$ cat config.mk
export PLATFORM = sky130hd
export DESIGN_NAME = clkTop
export DESIGN_NICKNAME = d
export VERILOG_FILES = /design/src/clkPkg.sv /design/src/clkFuncDecode.sv /design/src/clkConfigRegs.sv /design/src/clkGateCtl.sv /design/src/clkDiagRead.sv /design/src/clkTop.sv
export SDC_FILE = /design/constraint.sdc
export NUM_CORES = 1
export LEC_CHECK = 0
export BUFFER_PORTS_ARGS = -buffer_cell sky130_fd_sc_hd__buf_2
export CAP_MARGIN = 20
export CORE_MARGIN = 5
export CORE_UTILIZATION = 50
export DETAILED_ROUTE_END_ITERATION = 10
export PLACE_DENSITY = 0.82
export SLEW_MARGIN = 20
export SYNTH_ARGS = -nofsm -noshare
export SYNTH_HDL_FRONTEND = slang
export SYNTH_HIERARCHICAL = 1
export SYNTH_SLANG_ARGS = --single-unit
$ cat constraint.sdc
create_clock -name CLK -period 2.2 [get_ports CLK]
set_input_delay 0.44 -clock CLK [delete_from_list [all_inputs] [get_ports CLK]]
set_output_delay 0.44 -clock CLK [all_outputs]
set_load 0.01 [all_outputs]
$ cat src/clkPkg.sv
package clkPkg;

  localparam int diagSelWidth = 3;
  localparam int ebusFieldWidth = 4;
  localparam int diagWordWidth = 6;
  localparam int burstWidth = 8;
  localparam int srcWidth = 2;
  localparam int rateWidth = 2;
  localparam int divWidth = 3;  // Holds 2^3 - 1 at the slowest rate

  // Control functions, diagSel under ctlFunc
  localparam logic [diagSelWidth-1:0] funcStop = 3'd0;  // Spare code in hardware
  localparam logic [diagSelWidth-1:0] funcStart = 3'd1;
  localparam logic [diagSelWidth-1:0] funcSingleStep = 3'd2;
  localparam logic [diagSelWidth-1:0] funcBurst = 3'd5;
  localparam logic [diagSelWidth-1:0] funcClrReset = 3'd6;
  localparam logic [diagSelWidth-1:0] funcSetReset = 3'd7;

  // Load functions, diagSel under ldFunc
  localparam logic [diagSelWidth-1:0] ldBurstLow = 3'd2;
  localparam logic [diagSelWidth-1:0] ldBurstHigh = 3'd3;
  localparam logic [diagSelWidth-1:0] ldSourceRate = 3'd4;
  localparam logic [diagSelWidth-1:0] ldDisables = 3'd5;
  localparam logic [diagSelWidth-1:0] ldChecks = 3'd6;
  localparam logic [diagSelWidth-1:0] ldMboxCtl = 3'd7;

  localparam logic [srcWidth-1:0] srcMain = 2'd0;
  localparam logic [srcWidth-1:0] srcExt = 2'd2;

  // Same bus nibble, read per load function
  typedef union packed {
    struct packed {
      logic [srcWidth-1:0] sourceSel;
      logic [rateWidth-1:0] rateSel;
    } sourceRate;
    struct packed {
      logic rsvd;
      logic crmDis;
      logic edpDis;
      logic ctlDis;
    } disables;
    struct packed {
      logic fmParCheck;
      logic cramParCheck;
      logic dramParCheck;
      logic fsCheck;
    } checks;
    struct packed {
      logic mboxCycleDis;
      logic mboxRespSim;
      logic arArxParCheck;
      logic errStopEn;
    } mbox;
  } loadWord_t;

endpackage

$ cat src/clkFuncDecode.sv
`timescale 1ns/1ps

module clkFuncDecode (
  input  logic                              CLK,
  input  logic                              reset,
  input  logic                              ctlFunc,
  input  logic                              ldFunc,
  input  logic [clkPkg::diagSelWidth-1:0]   diagSel,
  input  logic [clkPkg::ebusFieldWidth-1:0] ebusField,
  output logic                              startPulse,
  output logic                              stopPulse,
  output logic                              stepPulse,
  output logic                              burstPulse,
  output logic                              clrResetPulse,
  output logic                              setResetPulse,
  output logic                              ldBurstLowPulse,
  output logic                              ldBurstHighPulse,
  output logic                              ldSourceRatePulse,
  output logic                              ldDisablesPulse,
  output logic                              ldChecksPulse,
  output logic                              ldMboxCtlPulse,
  output clkPkg::loadWord_t                 loadField
);

  import clkPkg::*;

  always_ff @(posedge CLK) begin
    if (reset) begin
      startPulse <= 1'b0;
      stopPulse <= 1'b0;
      stepPulse <= 1'b0;
      burstPulse <= 1'b0;
      clrResetPulse <= 1'b0;
      setResetPulse <= 1'b0;
      ldBurstLowPulse <= 1'b0;
      ldBurstHighPulse <= 1'b0;
      ldSourceRatePulse <= 1'b0;
      ldDisablesPulse <= 1'b0;
      ldChecksPulse <= 1'b0;
      ldMboxCtlPulse <= 1'b0;
    end else begin
      // Codes 3 and 4 are ebox SS functions, not modeled
      stopPulse <= ctlFunc && (diagSel == funcStop);
      startPulse <= ctlFunc && (diagSel == funcStart);
      stepPulse <= ctlFunc && (diagSel == funcSingleStep);
      burstPulse <= ctlFunc && (diagSel == funcBurst);
      clrResetPulse <= ctlFunc && (diagSel == funcClrReset);
      setResetPulse <= ctlFunc && (diagSel == funcSetReset);

      ldBurstLowPulse <= ldFunc && (diagSel == ldBurstLow);
      ldBurstHighPulse <= ldFunc && (diagSel == ldBurstHigh);
      ldSourceRatePulse <= ldFunc && (diagSel == ldSourceRate);
      ldDisablesPulse <= ldFunc && (diagSel == ldDisables);
      ldChecksPulse <= ldFunc && (diagSel == ldChecks);
      ldMboxCtlPulse <= ldFunc && (diagSel == ldMboxCtl);
    end
  end

  // Field travels with its load pulse
  always_ff @(posedge CLK) begin
    loadField <= ebusField;
  end

  assert property (@(posedge CLK) disable iff (reset) !(ctlFunc && ldFunc));

  assert property (@(posedge CLK) disable iff (reset)
    $onehot0({startPulse, stopPulse, stepPulse, burstPulse, clrResetPulse,
              setResetPulse, ldBurstLowPulse, ldBurstHighPulse, ldSourceRatePulse,
              ldDisablesPulse, ldChecksPulse, ldMboxCtlPulse}));

endmodule

$ cat src/clkConfigRegs.sv
`timescale 1ns/1ps

module clkConfigRegs (
  input  logic                          CLK,
  input  logic                          reset,
  input  logic                          clrResetPulse,
  input  logic                          setResetPulse,
  input  logic                          ldBurstLowPulse,
  input  logic                          ldBurstHighPulse,
  input  logic                          ldSourceRatePulse,
  input  logic                          ldDisablesPulse,
  input  logic                          ldChecksPulse,
  input  logic                          ldMboxCtlPulse,
  input  clkPkg::loadWord_t             loadField,
  output logic [clkPkg::srcWidth-1:0]   sourceSel,
  output logic [clkPkg::rateWidth-1:0]  rateSel,
  output logic [clkPkg::burstWidth-1:0] burstPreset,
  output logic                          crmDis,
  output logic                          edpDis,
  output logic                          ctlDis,
  output logic                          mrReset,
  output logic [3:0]                    parityChecks,
  output logic [3:0]                    mboxCtl
);

  import clkPkg::*;

  // Burst preset nibbles, loaded separately
  always_ff @(posedge CLK) begin
    if (reset) begin
      burstPreset <= '0;
    end else begin
      if (ldBurstLowPulse) burstPreset[3:0] <= loadField;
      if (ldBurstHighPulse) burstPreset[7:4] <= loadField;
    end
  end

  always_ff @(posedge CLK) begin
    if (reset) begin
      sourceSel <= srcMain;
      rateSel <= '0;
    end else if (ldSourceRatePulse) begin
      sourceSel <= loadField.sourceRate.sourceSel;
      rateSel <= loadField.sourceRate.rateSel;
    end
  end

  always_ff @(posedge CLK) begin
    if (reset) begin
      crmDis <= 1'b0;
      edpDis <= 1'b0;
      ctlDis <= 1'b0;
    end else if (ldDisablesPulse) begin
      crmDis <= loadField.disables.crmDis;  // Bit 3 is spare
      edpDis <= loadField.disables.edpDis;
      ctlDis <= loadField.disables.ctlDis;
    end
  end

  // Stored only, the checkers themselves are not modeled
  always_ff @(posedge CLK) begin
    if (reset) begin
      parityChecks <= '0;
      mboxCtl <= '0;
    end else begin
      if (ldChecksPulse) parityChecks <= loadField.checks;
      if (ldMboxCtlPulse) mboxCtl <= loadField.mbox;
    end
  end

  // Master reset comes up set
  always_ff @(posedge CLK) begin
    if (reset) begin
      mrReset <= 1'b1;
    end else if (setResetPulse) begin
      mrReset <= 1'b1;
    end else if (clrResetPulse) begin
      mrReset <= 1'b0;
    end
  end

  assert property (@(posedge CLK) disable iff (reset) !(clrResetPulse && setResetPulse));

endmodule

$ cat src/clkGateCtl.sv
`timescale 1ns/1ps

module clkGateCtl (
  input  logic                          CLK,
  input  logic                          reset,
  input  logic                          startPulse,
  input  logic                          stopPulse,
  input  logic                          stepPulse,
  input  logic                          burstPulse,
  input  logic                          extTick,
  input  logic                          altTick,
  input  logic [clkPkg::srcWidth-1:0]   sourceSel,
  input  logic [clkPkg::rateWidth-1:0]  rateSel,
  input  logic [clkPkg::burstWidth-1:0] burstPreset,
  input  logic                          crmDis,
  input  logic                          edpDis,
  input  logic                          ctlDis,
  output logic                          eboxClkEn,
  output logic                          crmClkEn,
  output logic                          edpClkEn,
  output logic                          ctlClkEn,
  output logic                          go,
  output logic                          burstRun,
  output logic [clkPkg::burstWidth-1:0] burstCount
);

  import clkPkg::*;

  logic sourceTick;
  logic rateTick;
  logic [divWidth-1:0] divCount;
  logic [divWidth-1:0] divReload;
  logic stepArmed;
  logic burstLive;
  logic enableNow;

  // Odd codes take the alternate tick
  always_comb begin
    if (sourceSel[0]) begin
      sourceTick = altTick;
    end else if (sourceSel == srcExt) begin
      sourceTick = extTick;
    end else begin
      sourceTick = 1'b1;  // Main, every CLK
    end
  end

  assign divReload = divWidth'((1 << rateSel) - 1);
  assign rateTick = sourceTick && (divCount == '0);

  always_ff @(posedge CLK) begin
    if (reset) begin
      divCount <= '0;
    end else if (sourceTick) begin
      divCount <= (divCount == '0) ? divReload : divCount - 1'b1;
    end
  end

  assign burstLive = burstRun && (burstCount != '0);
  assign enableNow = rateTick && (go || stepArmed || burstLive);

  always_ff @(posedge CLK) begin
    if (reset) begin
      go <= 1'b0;
      stepArmed <= 1'b0;
    end else if (stopPulse) begin
      go <= 1'b0;
      stepArmed <= 1'b0;
    end else if (stepPulse) begin
      go <= 1'b0;
      stepArmed <= 1'b1;
    end else begin
      if (startPulse) go <= 1'b1;
      if (rateTick) stepArmed <= 1'b0;  // One enable per step
    end
  end

  always_ff @(posedge CLK) begin
    if (reset) begin
      burstRun <= 1'b0;
      burstCount <= '0;
    end else if (stopPulse) begin
      burstRun <= 1'b0;
    end else if (burstPulse) begin
      burstCount <= burstPreset;
      burstRun <= (burstPreset != '0);
    end else if (rateTick && burstLive) begin
      burstCount <= burstCount - 1'b1;
      if (burstCount == 1) burstRun <= 1'b0;
    end
  end

  always_ff @(posedge CLK) begin
    if (reset) begin
      eboxClkEn <= 1'b0;
      crmClkEn <= 1'b0;
      edpClkEn <= 1'b0;
      ctlClkEn <= 1'b0;
    end else begin
      eboxClkEn <= enableNow;
      crmClkEn <= enableNow && !crmDis;
      edpClkEn <= enableNow && !edpDis;
      ctlClkEn <= enableNow && !ctlDis;
    end
  end

  assert property (@(posedge CLK) disable iff (reset)
    (crmClkEn || edpClkEn || ctlClkEn) |-> eboxClkEn);

endmodule

$ cat src/clkDiagRead.sv
`timescale 1ns/1ps

module clkDiagRead (
  input  logic                             diagRead,
  input  logic [clkPkg::diagSelWidth-1:0]  diagSel,
  input  logic                             go,
  input  logic                             burstRun,
  input  logic                             mrReset,
  input  logic                             crmDis,
  input  logic                             edpDis,
  input  logic                             ctlDis,
  input  logic [clkPkg::burstWidth-1:0]    burstCount,
  input  logic [clkPkg::srcWidth-1:0]      sourceSel,
  input  logic [clkPkg::rateWidth-1:0]     rateSel,
  input  logic [3:0]                       parityChecks,
  input  logic [3:0]                       mboxCtl,
  output logic [clkPkg::diagWordWidth-1:0] diagData
);

  // Word per select code, zero when not reading
  always_comb begin
    diagData = '0;
    if (diagRead) begin
      case (diagSel)
        3'd0: begin
          diagData = {go, burstRun, mrReset, crmDis, edpDis, ctlDis};
        end
        3'd1: begin
          diagData = {2'b00, burstCount[7:4]};
        end
        3'd2: begin
          diagData = {2'b00, burstCount[3:0]};
        end
        3'd3: begin
          diagData = {2'b00, sourceSel, rateSel};
        end
        3'd4: begin
          diagData = {2'b00, parityChecks};
        end
        3'd5: begin
          diagData = {2'b00, mboxCtl};
        end
        default: begin
          diagData = '0;  // 6 and 7 read back nothing
        end
      endcase
    end
  end

endmodule

$ cat src/clkTop.sv
`timescale 1ns/1ps

module clkTop (
  input  logic                              CLK,
  input  logic                              reset,
  input  logic                              ctlFunc,
  input  logic                              ldFunc,
  input  logic [clkPkg::diagSelWidth-1:0]   diagSel,
  input  logic [clkPkg::ebusFieldWidth-1:0] ebusField,
  input  logic                              diagRead,
  input  logic                              extTick,
  input  logic                              altTick,
  output logic                              crmClkEn,
  output logic                              edpClkEn,
  output logic                              ctlClkEn,
  output logic                              eboxClkEn,
  output logic                              mrReset,
  output logic [3:0]                        parityChecks,
  output logic [3:0]                        mboxCtl,
  output logic [clkPkg::diagWordWidth-1:0]  diagData
);

  import clkPkg::*;

  logic startPulse, stopPulse, stepPulse, burstPulse;
  logic clrResetPulse, setResetPulse;
  logic ldBurstLowPulse, ldBurstHighPulse, ldSourceRatePulse;
  logic ldDisablesPulse, ldChecksPulse, ldMboxCtlPulse;
  loadWord_t loadField;
  logic [srcWidth-1:0] sourceSel;
  logic [rateWidth-1:0] rateSel;
  logic [burstWidth-1:0] burstPreset;
  logic [burstWidth-1:0] burstCount;
  logic crmDis, edpDis, ctlDis;
  logic go, burstRun;

  clkFuncDecode i_funcDecode (
    .CLK(CLK), .reset(reset), .ctlFunc(ctlFunc), .ldFunc(ldFunc),
    .diagSel(diagSel), .ebusField(ebusField),
    .startPulse(startPulse), .stopPulse(stopPulse), .stepPulse(stepPulse),
    .burstPulse(burstPulse), .clrResetPulse(clrResetPulse),
    .setResetPulse(setResetPulse), .ldBurstLowPulse(ldBurstLowPulse),
    .ldBurstHighPulse(ldBurstHighPulse), .ldSourceRatePulse(ldSourceRatePulse),
    .ldDisablesPulse(ldDisablesPulse), .ldChecksPulse(ldChecksPulse),
    .ldMboxCtlPulse(ldMboxCtlPulse), .loadField(loadField)
  );

  clkConfigRegs i_configRegs (
    .CLK(CLK), .reset(reset), .clrResetPulse(clrResetPulse),
    .setResetPulse(setResetPulse), .ldBurstLowPulse(ldBurstLowPulse),
    .ldBurstHighPulse(ldBurstHighPulse), .ldSourceRatePulse(ldSourceRatePulse),
    .ldDisablesPulse(ldDisablesPulse), .ldChecksPulse(ldChecksPulse),
    .ldMboxCtlPulse(ldMboxCtlPulse), .loadField(loadField),
    .sourceSel(sourceSel), .rateSel(rateSel), .burstPreset(burstPreset),
    .crmDis(crmDis), .edpDis(edpDis), .ctlDis(ctlDis), .mrReset(mrReset),
    .parityChecks(parityChecks), .mboxCtl(mboxCtl)
  );

  clkGateCtl i_gateCtl (
    .CLK(CLK), .reset(reset), .startPulse(startPulse), .stopPulse(stopPulse),
    .stepPulse(stepPulse), .burstPulse(burstPulse), .extTick(extTick),
    .altTick(altTick), .sourceSel(sourceSel), .rateSel(rateSel),
    .burstPreset(burstPreset), .crmDis(crmDis), .edpDis(edpDis), .ctlDis(ctlDis),
    .eboxClkEn(eboxClkEn), .crmClkEn(crmClkEn), .edpClkEn(edpClkEn),
    .ctlClkEn(ctlClkEn), .go(go), .burstRun(burstRun), .burstCount(burstCount)
  );

  clkDiagRead i_diagRead (
    .diagRead(diagRead), .diagSel(diagSel), .go(go), .burstRun(burstRun),
    .mrReset(mrReset), .crmDis(crmDis), .edpDis(edpDis), .ctlDis(ctlDis),
    .burstCount(burstCount), .sourceSel(sourceSel), .rateSel(rateSel),
    .parityChecks(parityChecks), .mboxCtl(mboxCtl), .diagData(diagData)
  );

endmodule

==> flow_summary.yaml, run 1 <==
layout:
  n_antenna_cell: 0
  drive_gt1_share_pct: 23.5
  area_growth_pct: 16.3
  final_common_cell: "dfxtp_1"
  mostFrequentLayoutCells: "dfxtp_1 (58), nor2_1 (38), buf_2 (32), mux2i_1 (29), nand2_1 (11)"
  nets: 325
  stdcell_count: 381
clock_tree:
  cts_hold_buffers: 0
  clockBufferDepth: 2
  numCtsBuffers: 9
  tritoncts: "yes"
  clk_pin_slew_worst_paths_ns: 0.07
  clk_latency_ns: 0.34
  cts-root-buf: "clkbuf_8"
  cts_max_level: 3
  clock-sinks: 58
logic_synthesis:
  seq_area_frac_synth_pct: 44.1
  synth_cell_types: 50
  ys_warn_count: 6
  synth_edf_count: 0
  avgSynthCellArea_sq_um: 9.74
  synth-main-ff-cell: "dfxtp_1"
  synthCells: 270
  synth_area_leaders: "dfxtp_1 (44%), mux2i_1 (11%), nor2_1 (5.4%), nand3b_1 (2.9%), ha_1 (2.4%)"
  synth_largest_area_cell: "dfxtp_1"
  async_reset_ff_share_pct: 0
  syn-num-nets: 289
  syn-cell-area_sq_um: 2630
  synth-seq-cells: 58
  synth_top_area_share_pct: 44.1
worst_hold_path:
  worstHoldStart: "ebusField[1]"
  hold_path.class: "in -> reg"
timing:
  rsz0062_at_grt: "false"
  finalSetupTns_ns: 0
  setup_viol: 0
  fin_crit_sh_pct: 97.8
  maxSlewViolCount: 0
  final.setup.worst_slack_ns: 0.0492
  min_period_ns: 2.15
  fmax_mhz: 465
  relSlewSlack_pct: 61.8
  clock_skew_ns: 0.00700
  hold_viol: 0
  tightest_slew_ns: 0.568
critical_path:
  path_max_fanout: 5
  slowest_delay_ns: 0.38
  crit_chain: "inv_1 > ha_2 > nor2b_4 > or3b_4 > or3_4 > buf_4 > nor3_1 > o32ai_1"
  crit_path_end_kind: "register"
  regToRegSetupSlack_ns: 0.05
  crit_arrival_ns: 2.36
  path_buf_inv: 2
  critPathTopFamily: "simple AND/OR/NAND/NOR gates"
  slowest_stage: "or3b_4"
  crit_type: "reg -> reg"
  r2r_start: "i_gateCtl/divCount[0]"
  cp_data_required_time_ns: 2.41
  start_kind: "register"
  worstSetupStartpoint: "i_gateCtl/divCount[0]"
die:
  rows: 26
  die_area_sq_um: 6810
  die_y_microns: 82.5
  die_x_microns: 82.5
  ioPinCount: 33
  core_area_sq_um: 5110
  initial_core_util_pct: 51.5
global_routing:
  grt_use_total_pct: 20.8
  antenna_found_initial: 0
  grt_pass1_vias: 2045
  grt_pass1_wl_mm: 10.3
  grt_max_degree: 31
  grt_overflow: 0
power:
  power_uw: 2640
  p_leak_uw: 0.00124
  max-vdd-ir-drop_mv: 0.620
  power.density_nw_per_um2: 862
placed_design:
  numPlacedInstances: 364
  post-place-ws_ns: 0.0299
  dpl.hpwl_mm: 4.43
  gp_congestion: 0.891
  io_buffers: 32
status:
  status: "completed"
route:
  wl_per_cell_microns: 16.7
  firstDrtPassIters: 5
  ant_nets: 0
  drt-initial-drc-count: 209
  drcViolationCount: 0
  routed_wl_mm: 6.37
  dr_total_vias: 2253
  viasPerCell: 5.91
job:
  drv_cap: 0
## sequential cells by signal (all words and copies together) (netlist names), 2 cells and up
register,count
i_configRegs/rateSel,2
i_configRegs/burstPreset,8
i_funcDecode/loadField,4
i_gateCtl/divCount,3
i_configRegs/mboxCtl,4
i_configRegs/sourceSel,2
i_configRegs/parityChecks,4
i_gateCtl/burstCount,8
## layout make-up
| cell class | instances | area (sq um) |
|---|---|---|
| Clock buffer | 9 | 124 |
| Clock inverter | 7 | 101 |
| Timing Repair Buffer | 41 | 240 |
| Tap cell | 70 | 87.6 |
| Fill cell | 439 | 2050 |
| Sequential cell | 58 | 1160 |
| Inverter | 9 | 33.8 |
| Multi-Input combinational cell | 187 | 1310 |
## layer usage
| layer | GRT usage, % | routed length (microns) | vias up |
|---|---|---|---|
| met3 | 6.18 | 434 | 22 |
| met5 | 0 | 0 | - |
| met1 | 26.6 | 2760 | 1084 |
| met2 | 31.6 | 2940 | 103 |
| met4 | 11.1 | 237 | 0 |
| li1 | - | - | 1044 |
## kinds of logic after synthesis
family / share of synthesized area (%)
simple gates: 24.5
flops: 44.1
compound gates: 10.7
mux: 11.9
buf+inv: 6.33
fa+ha+maj: 2.38
## metrics by stage
stage	utilization, %	hold WS (ns)	area (sq um)
after floorplan	-	0.381	2630
after global routing	59.9	0.175	3060
final	59.9	0.193	3060
after detailed placement	55.2	0.411	2820
after CTS	59.6	0.176	3040
after global placement	55.2	0.385	2820
## synthesized netlist by cell type (3+ instances only)
library cell	number
a211oi_1	3
a21oi_1	6
a22oi_1	3
a31oi_1	3
and2_1	3
buf_2	3
buf_4	4
buf_6	5
clkbuf_1	3
dfxtp_1	58
ha_1	5
inv_1	9
mux2i_1	29
nand2_1	11
nand3b_1	10
nand4b_1	3
nor2_1	38
nor2_2	3
nor3_1	7
nor3b_1	3
nor4_1	7
o211ai_1	3
o21ai_0	7
o21ai_1	3
or3_1	7
## power breakdown
| part | internal, uW | switching [uW] |
|---|---|---|
| sequential | 1100 | 45.0 |
| clock | 644 | 456 |
| combinational | 206 | 192 |
## worst paths after layout
path / endpoint / cells past startpoint
hold reg to reg: i_configRegs/mrReset / 1
setup / recovery: i_gateCtl/burstCount[5] / 8
setup reg to reg: i_gateCtl/burstCount[5] / 8
hold / removal: i_funcDecode/loadField[1] / 1
## worst register-to-register path: stages, from the launching register on
cell     delay, ns
dfxtp_1       0.32
inv_1         0.09
ha_2          0.19
nor2b_4       0.14
or3b_4        0.38
or3_4         0.36
buf_4         0.17
nor3_1        0.24
o32ai_1       0.14
## timing repair
item | in CTS | in global routing
buffers inserted | 0 | 1
setup endpoints to repair | 0 | 6
resized for setup | 0 | 2
No activity file was read; power rests on OpenSTA's default activity.
==> run 2, diff against run 1 <==
--- a/config.mk
+++ b/config.mk
@@ -10,9 +10,8 @@
 export CORE_MARGIN = 5
 export CORE_UTILIZATION = 50
 export DETAILED_ROUTE_END_ITERATION = 10
+export GPL_ROUTABILITY_DRIVEN = 0
 export PLACE_DENSITY = 0.82
-export SLEW_MARGIN = 20
 export SYNTH_ARGS = -nofsm -noshare
 export SYNTH_HDL_FRONTEND = slang
-export SYNTH_HIERARCHICAL = 1
 export SYNTH_SLANG_ARGS = --single-unit
==> flow_summary.yaml, run 2 <==
die:
  die_area_sq_um: 6810
  core_area_sq_um: 5110
  initial_core_util_pct: 51.5
  die_y_microns: 82.5
  die_x_microns: 82.5
  rows: 26
  ioPinCount: 33
route:
  drcViolationCount: 0
  dr_total_vias: 2131
  viasPerCell: 5.55
  wl_per_cell_microns: 15.5
  firstDrtPassIters: 4
  ant_nets: 0
  drt-initial-drc-count: 197
  routed_wl_mm: 5.94
global_routing:
  grt_pass1_wl_mm: 9.79
  grt_use_total_pct: 19.6
  antenna_found_initial: 0
  grt_pass1_vias: 2010
  grt_max_degree: 32
  grt_overflow: 0
clock_tree:
  cts_max_level: 3
  numCtsBuffers: 9
  cts-root-buf: "clkbuf_8"
  cts_resized: 0
  clock-sinks: 58
  clockBufferDepth: 2
  postCtsSetupRepairBufs: 0
  tritoncts: "yes"
  cts_hold_buffers: 0
  clk_pin_slew_worst_paths_ns: 0.07
  clk_latency_ns: 0.35
timing:
  finalSetupTns_ns: 0
  rsz0062_at_grt: "false"
  setup_viol: 0
  hold_viol: 0
  relSlewSlack_pct: 57.0
  maxSlewViolCount: 0
  min_period_ns: 2.01
  fmax_mhz: 499
  clock_skew_ns: 0.00819
  fin_crit_sh_pct: 91.2
  tightest_slew_ns: 0.638
placed_design:
  placed_cell_area_sq_um: 2800
  numPlacedInstances: 368
  io_buffers: 32
  dpl.hpwl_mm: 4.20
logic_synthesis:
  yosysMostFrequentCell: "dfxtp_1"
  synthCells: 281
  synthXorXnorAreaFrac_pct: 0
  synth_fa_ha_area_share_pct: 2.38
  synth-seq-cells: 58
  synth_top_area_share_pct: 44.2
  synth-main-ff-cell: "dfxtp_1"
  seq_area_frac_synth_pct: 44.2
  syn-num-nets: 300
  avgSynthCellArea_sq_um: 9.36
  synth_edf_count: 0
  ys_warn_count: 0
  synth_cell_types: 53
  synth_top_family_by_area: "simple AND/OR/NAND/NOR gates"
  synthMuxAreaShare_pct: 14.6
  async_reset_ff_share_pct: 0
  synthTopCellsByCount: "dfxtp_1 (58), nor2_1 (52), mux2i_1 (30), nand2_1 (12)"
  syn-cell-area_sq_um: 2630
  synthSimpleGateAreaFrac_pct: 21.9
  synth_compound_area_share_pct: 11.0
  synth_largest_area_cell: "dfxtp_1"
  synth_area_leaders: "dfxtp_1 (44%), mux2i_1 (11%), nor2_1 (7.4%), ha_1 (2.4%), a21oi_1 (2.1%)"
power:
  power_frac_comb_pct: 14.8
  power.density_nw_per_um2: 833
  clockPowerShare_pct: 39.6
  p_int_uw: 1800
  max-vdd-ir-drop_mv: 0.698
  power_uw: 2500
  switchingPower_uw: 705
  p_leak_uw: 0.00121
  swShare_pct: 28.2
  seq_power_share_pct: 45.6
layout:
  n_antenna_cell: 0
  largestRegisters: "i_configRegs.burstPreset x8, i_gateCtl.burstCount x8"
  final_common_cell: "dfxtp_1"
  stdcell_count: 384
  nets: 328
  area_growth_pct: 14.1
  final.fill_count: 442
  seq_area_sq_um: 1160
  multi_input_area_sq_um: 1310
  mostFrequentLayoutCells: "dfxtp_1 (58), nor2_1 (52), buf_2 (32), mux2i_1 (30), nand2_1 (12)"
  drive_gt1_share_pct: 21.3
  finalInstanceArea_sq_um: 3000
  fin_util_pct: 58.7
critical_path:
  crit_arrival_ns: 1.57
  start_kind: "register"
  crit_type: "reg -> out"
  crit_path_end_kind: "output port"
  path_max_fanout: 5
  cp_data_required_time_ns: 1.76
worst_hold_path:
  hold_path.class: "in -> reg"
job:
  drv_cap: 0
status:
  status: "completed"
[run 2: cell count changes after synthesis, moves of 3 or more]
cell      before  now
nand2b_1       2    5
a31oi_1        3    0
nand3_1        2    6
nor2_1        38   52
a21oi_1        6   11
nor2_2         3    0
o21ai_1        3    0
or3_1          7    1
nand3b_1      10    3
clkbuf_1       3   11
[run 2: power by group through the flow]
stage | Sequential, uW | Clock (uW) | Combinational, uW
4_1_cts | 1140 | 1010 | 369
3_5_place_dp | 1160 | 0 | 367
3_3_place_gp | 1160 | 0 | 357
6_report | 1140 | 991 | 370
2_1_floorplan | 1150 | 0 | 307
5_1_grt | 1150 | 1070 | 418
[run 2: through the flow]
step / hold slack [ns] / setup slack (ns)
floorplan: 0.388 / 0.296
global placement: 0.392 / 0.234
detailed placement: 0.408 / 0.215
CTS: 0.175 / 0.190
global route: 0.169 / 0.106
finish: 0.191 / 0.194
[run 2: routing by layer]
layer  vias to the layer above  global-route usage (%)  part of all wire, %
met3                        15                    7.16                  7.6
met1                      1000                    26.0                   45
met5                         -                       0                    0
met2                        76                    28.8                   46
li1                       1040                       -                    -
met4                         0                    7.35                  1.6
[run 2: final timing paths]
kind | cells after the start | startpoint | slack (ns) | end
max reg2reg | 6 | i_gateCtl.burstCount[1] | 0.20 | i_gateCtl.burstCount[6]
max | 5 | i_gateCtl.burstCount[6] | 0.19 | diagData[2]
min | 1 | ebusField[3] | 0.19 | i_funcDecode.loadField[3]
min reg2reg | 1 | i_funcDecode.clrResetPulse | 0.41 | i_configRegs.mrReset
[run 2: layout make-up]
| class | count | share of cell area [%] |
|---|---|---|
| multi-input cells | 192 | 43.7 |
| flip-flops and latches | 58 | 38.7 |
| repair buffers | 36 | 6.34 |
| clock buffers | 10 | 4.59 |
| well taps | 70 | 2.92 |
| clock inverters | 6 | 2.21 |
| inverters | 12 | 1.50 |
[run 2: cells by family after synthesis]
kind of cell	Yosys count
AOI/OAI and AO/OA	39
adders and majority gates	5
buffers and inverters	31
DFF	58
muxes	35
and+or+nand+nor	113
[run 2: worst max-delay path, cell delays in order, from the launching register on]
cell     delay, ns
dfxtp_1       0.37
mux4_2        0.46
nand2_1       0.08
o31a_1        0.14
nor2b_1       0.04
buf_2         0.13
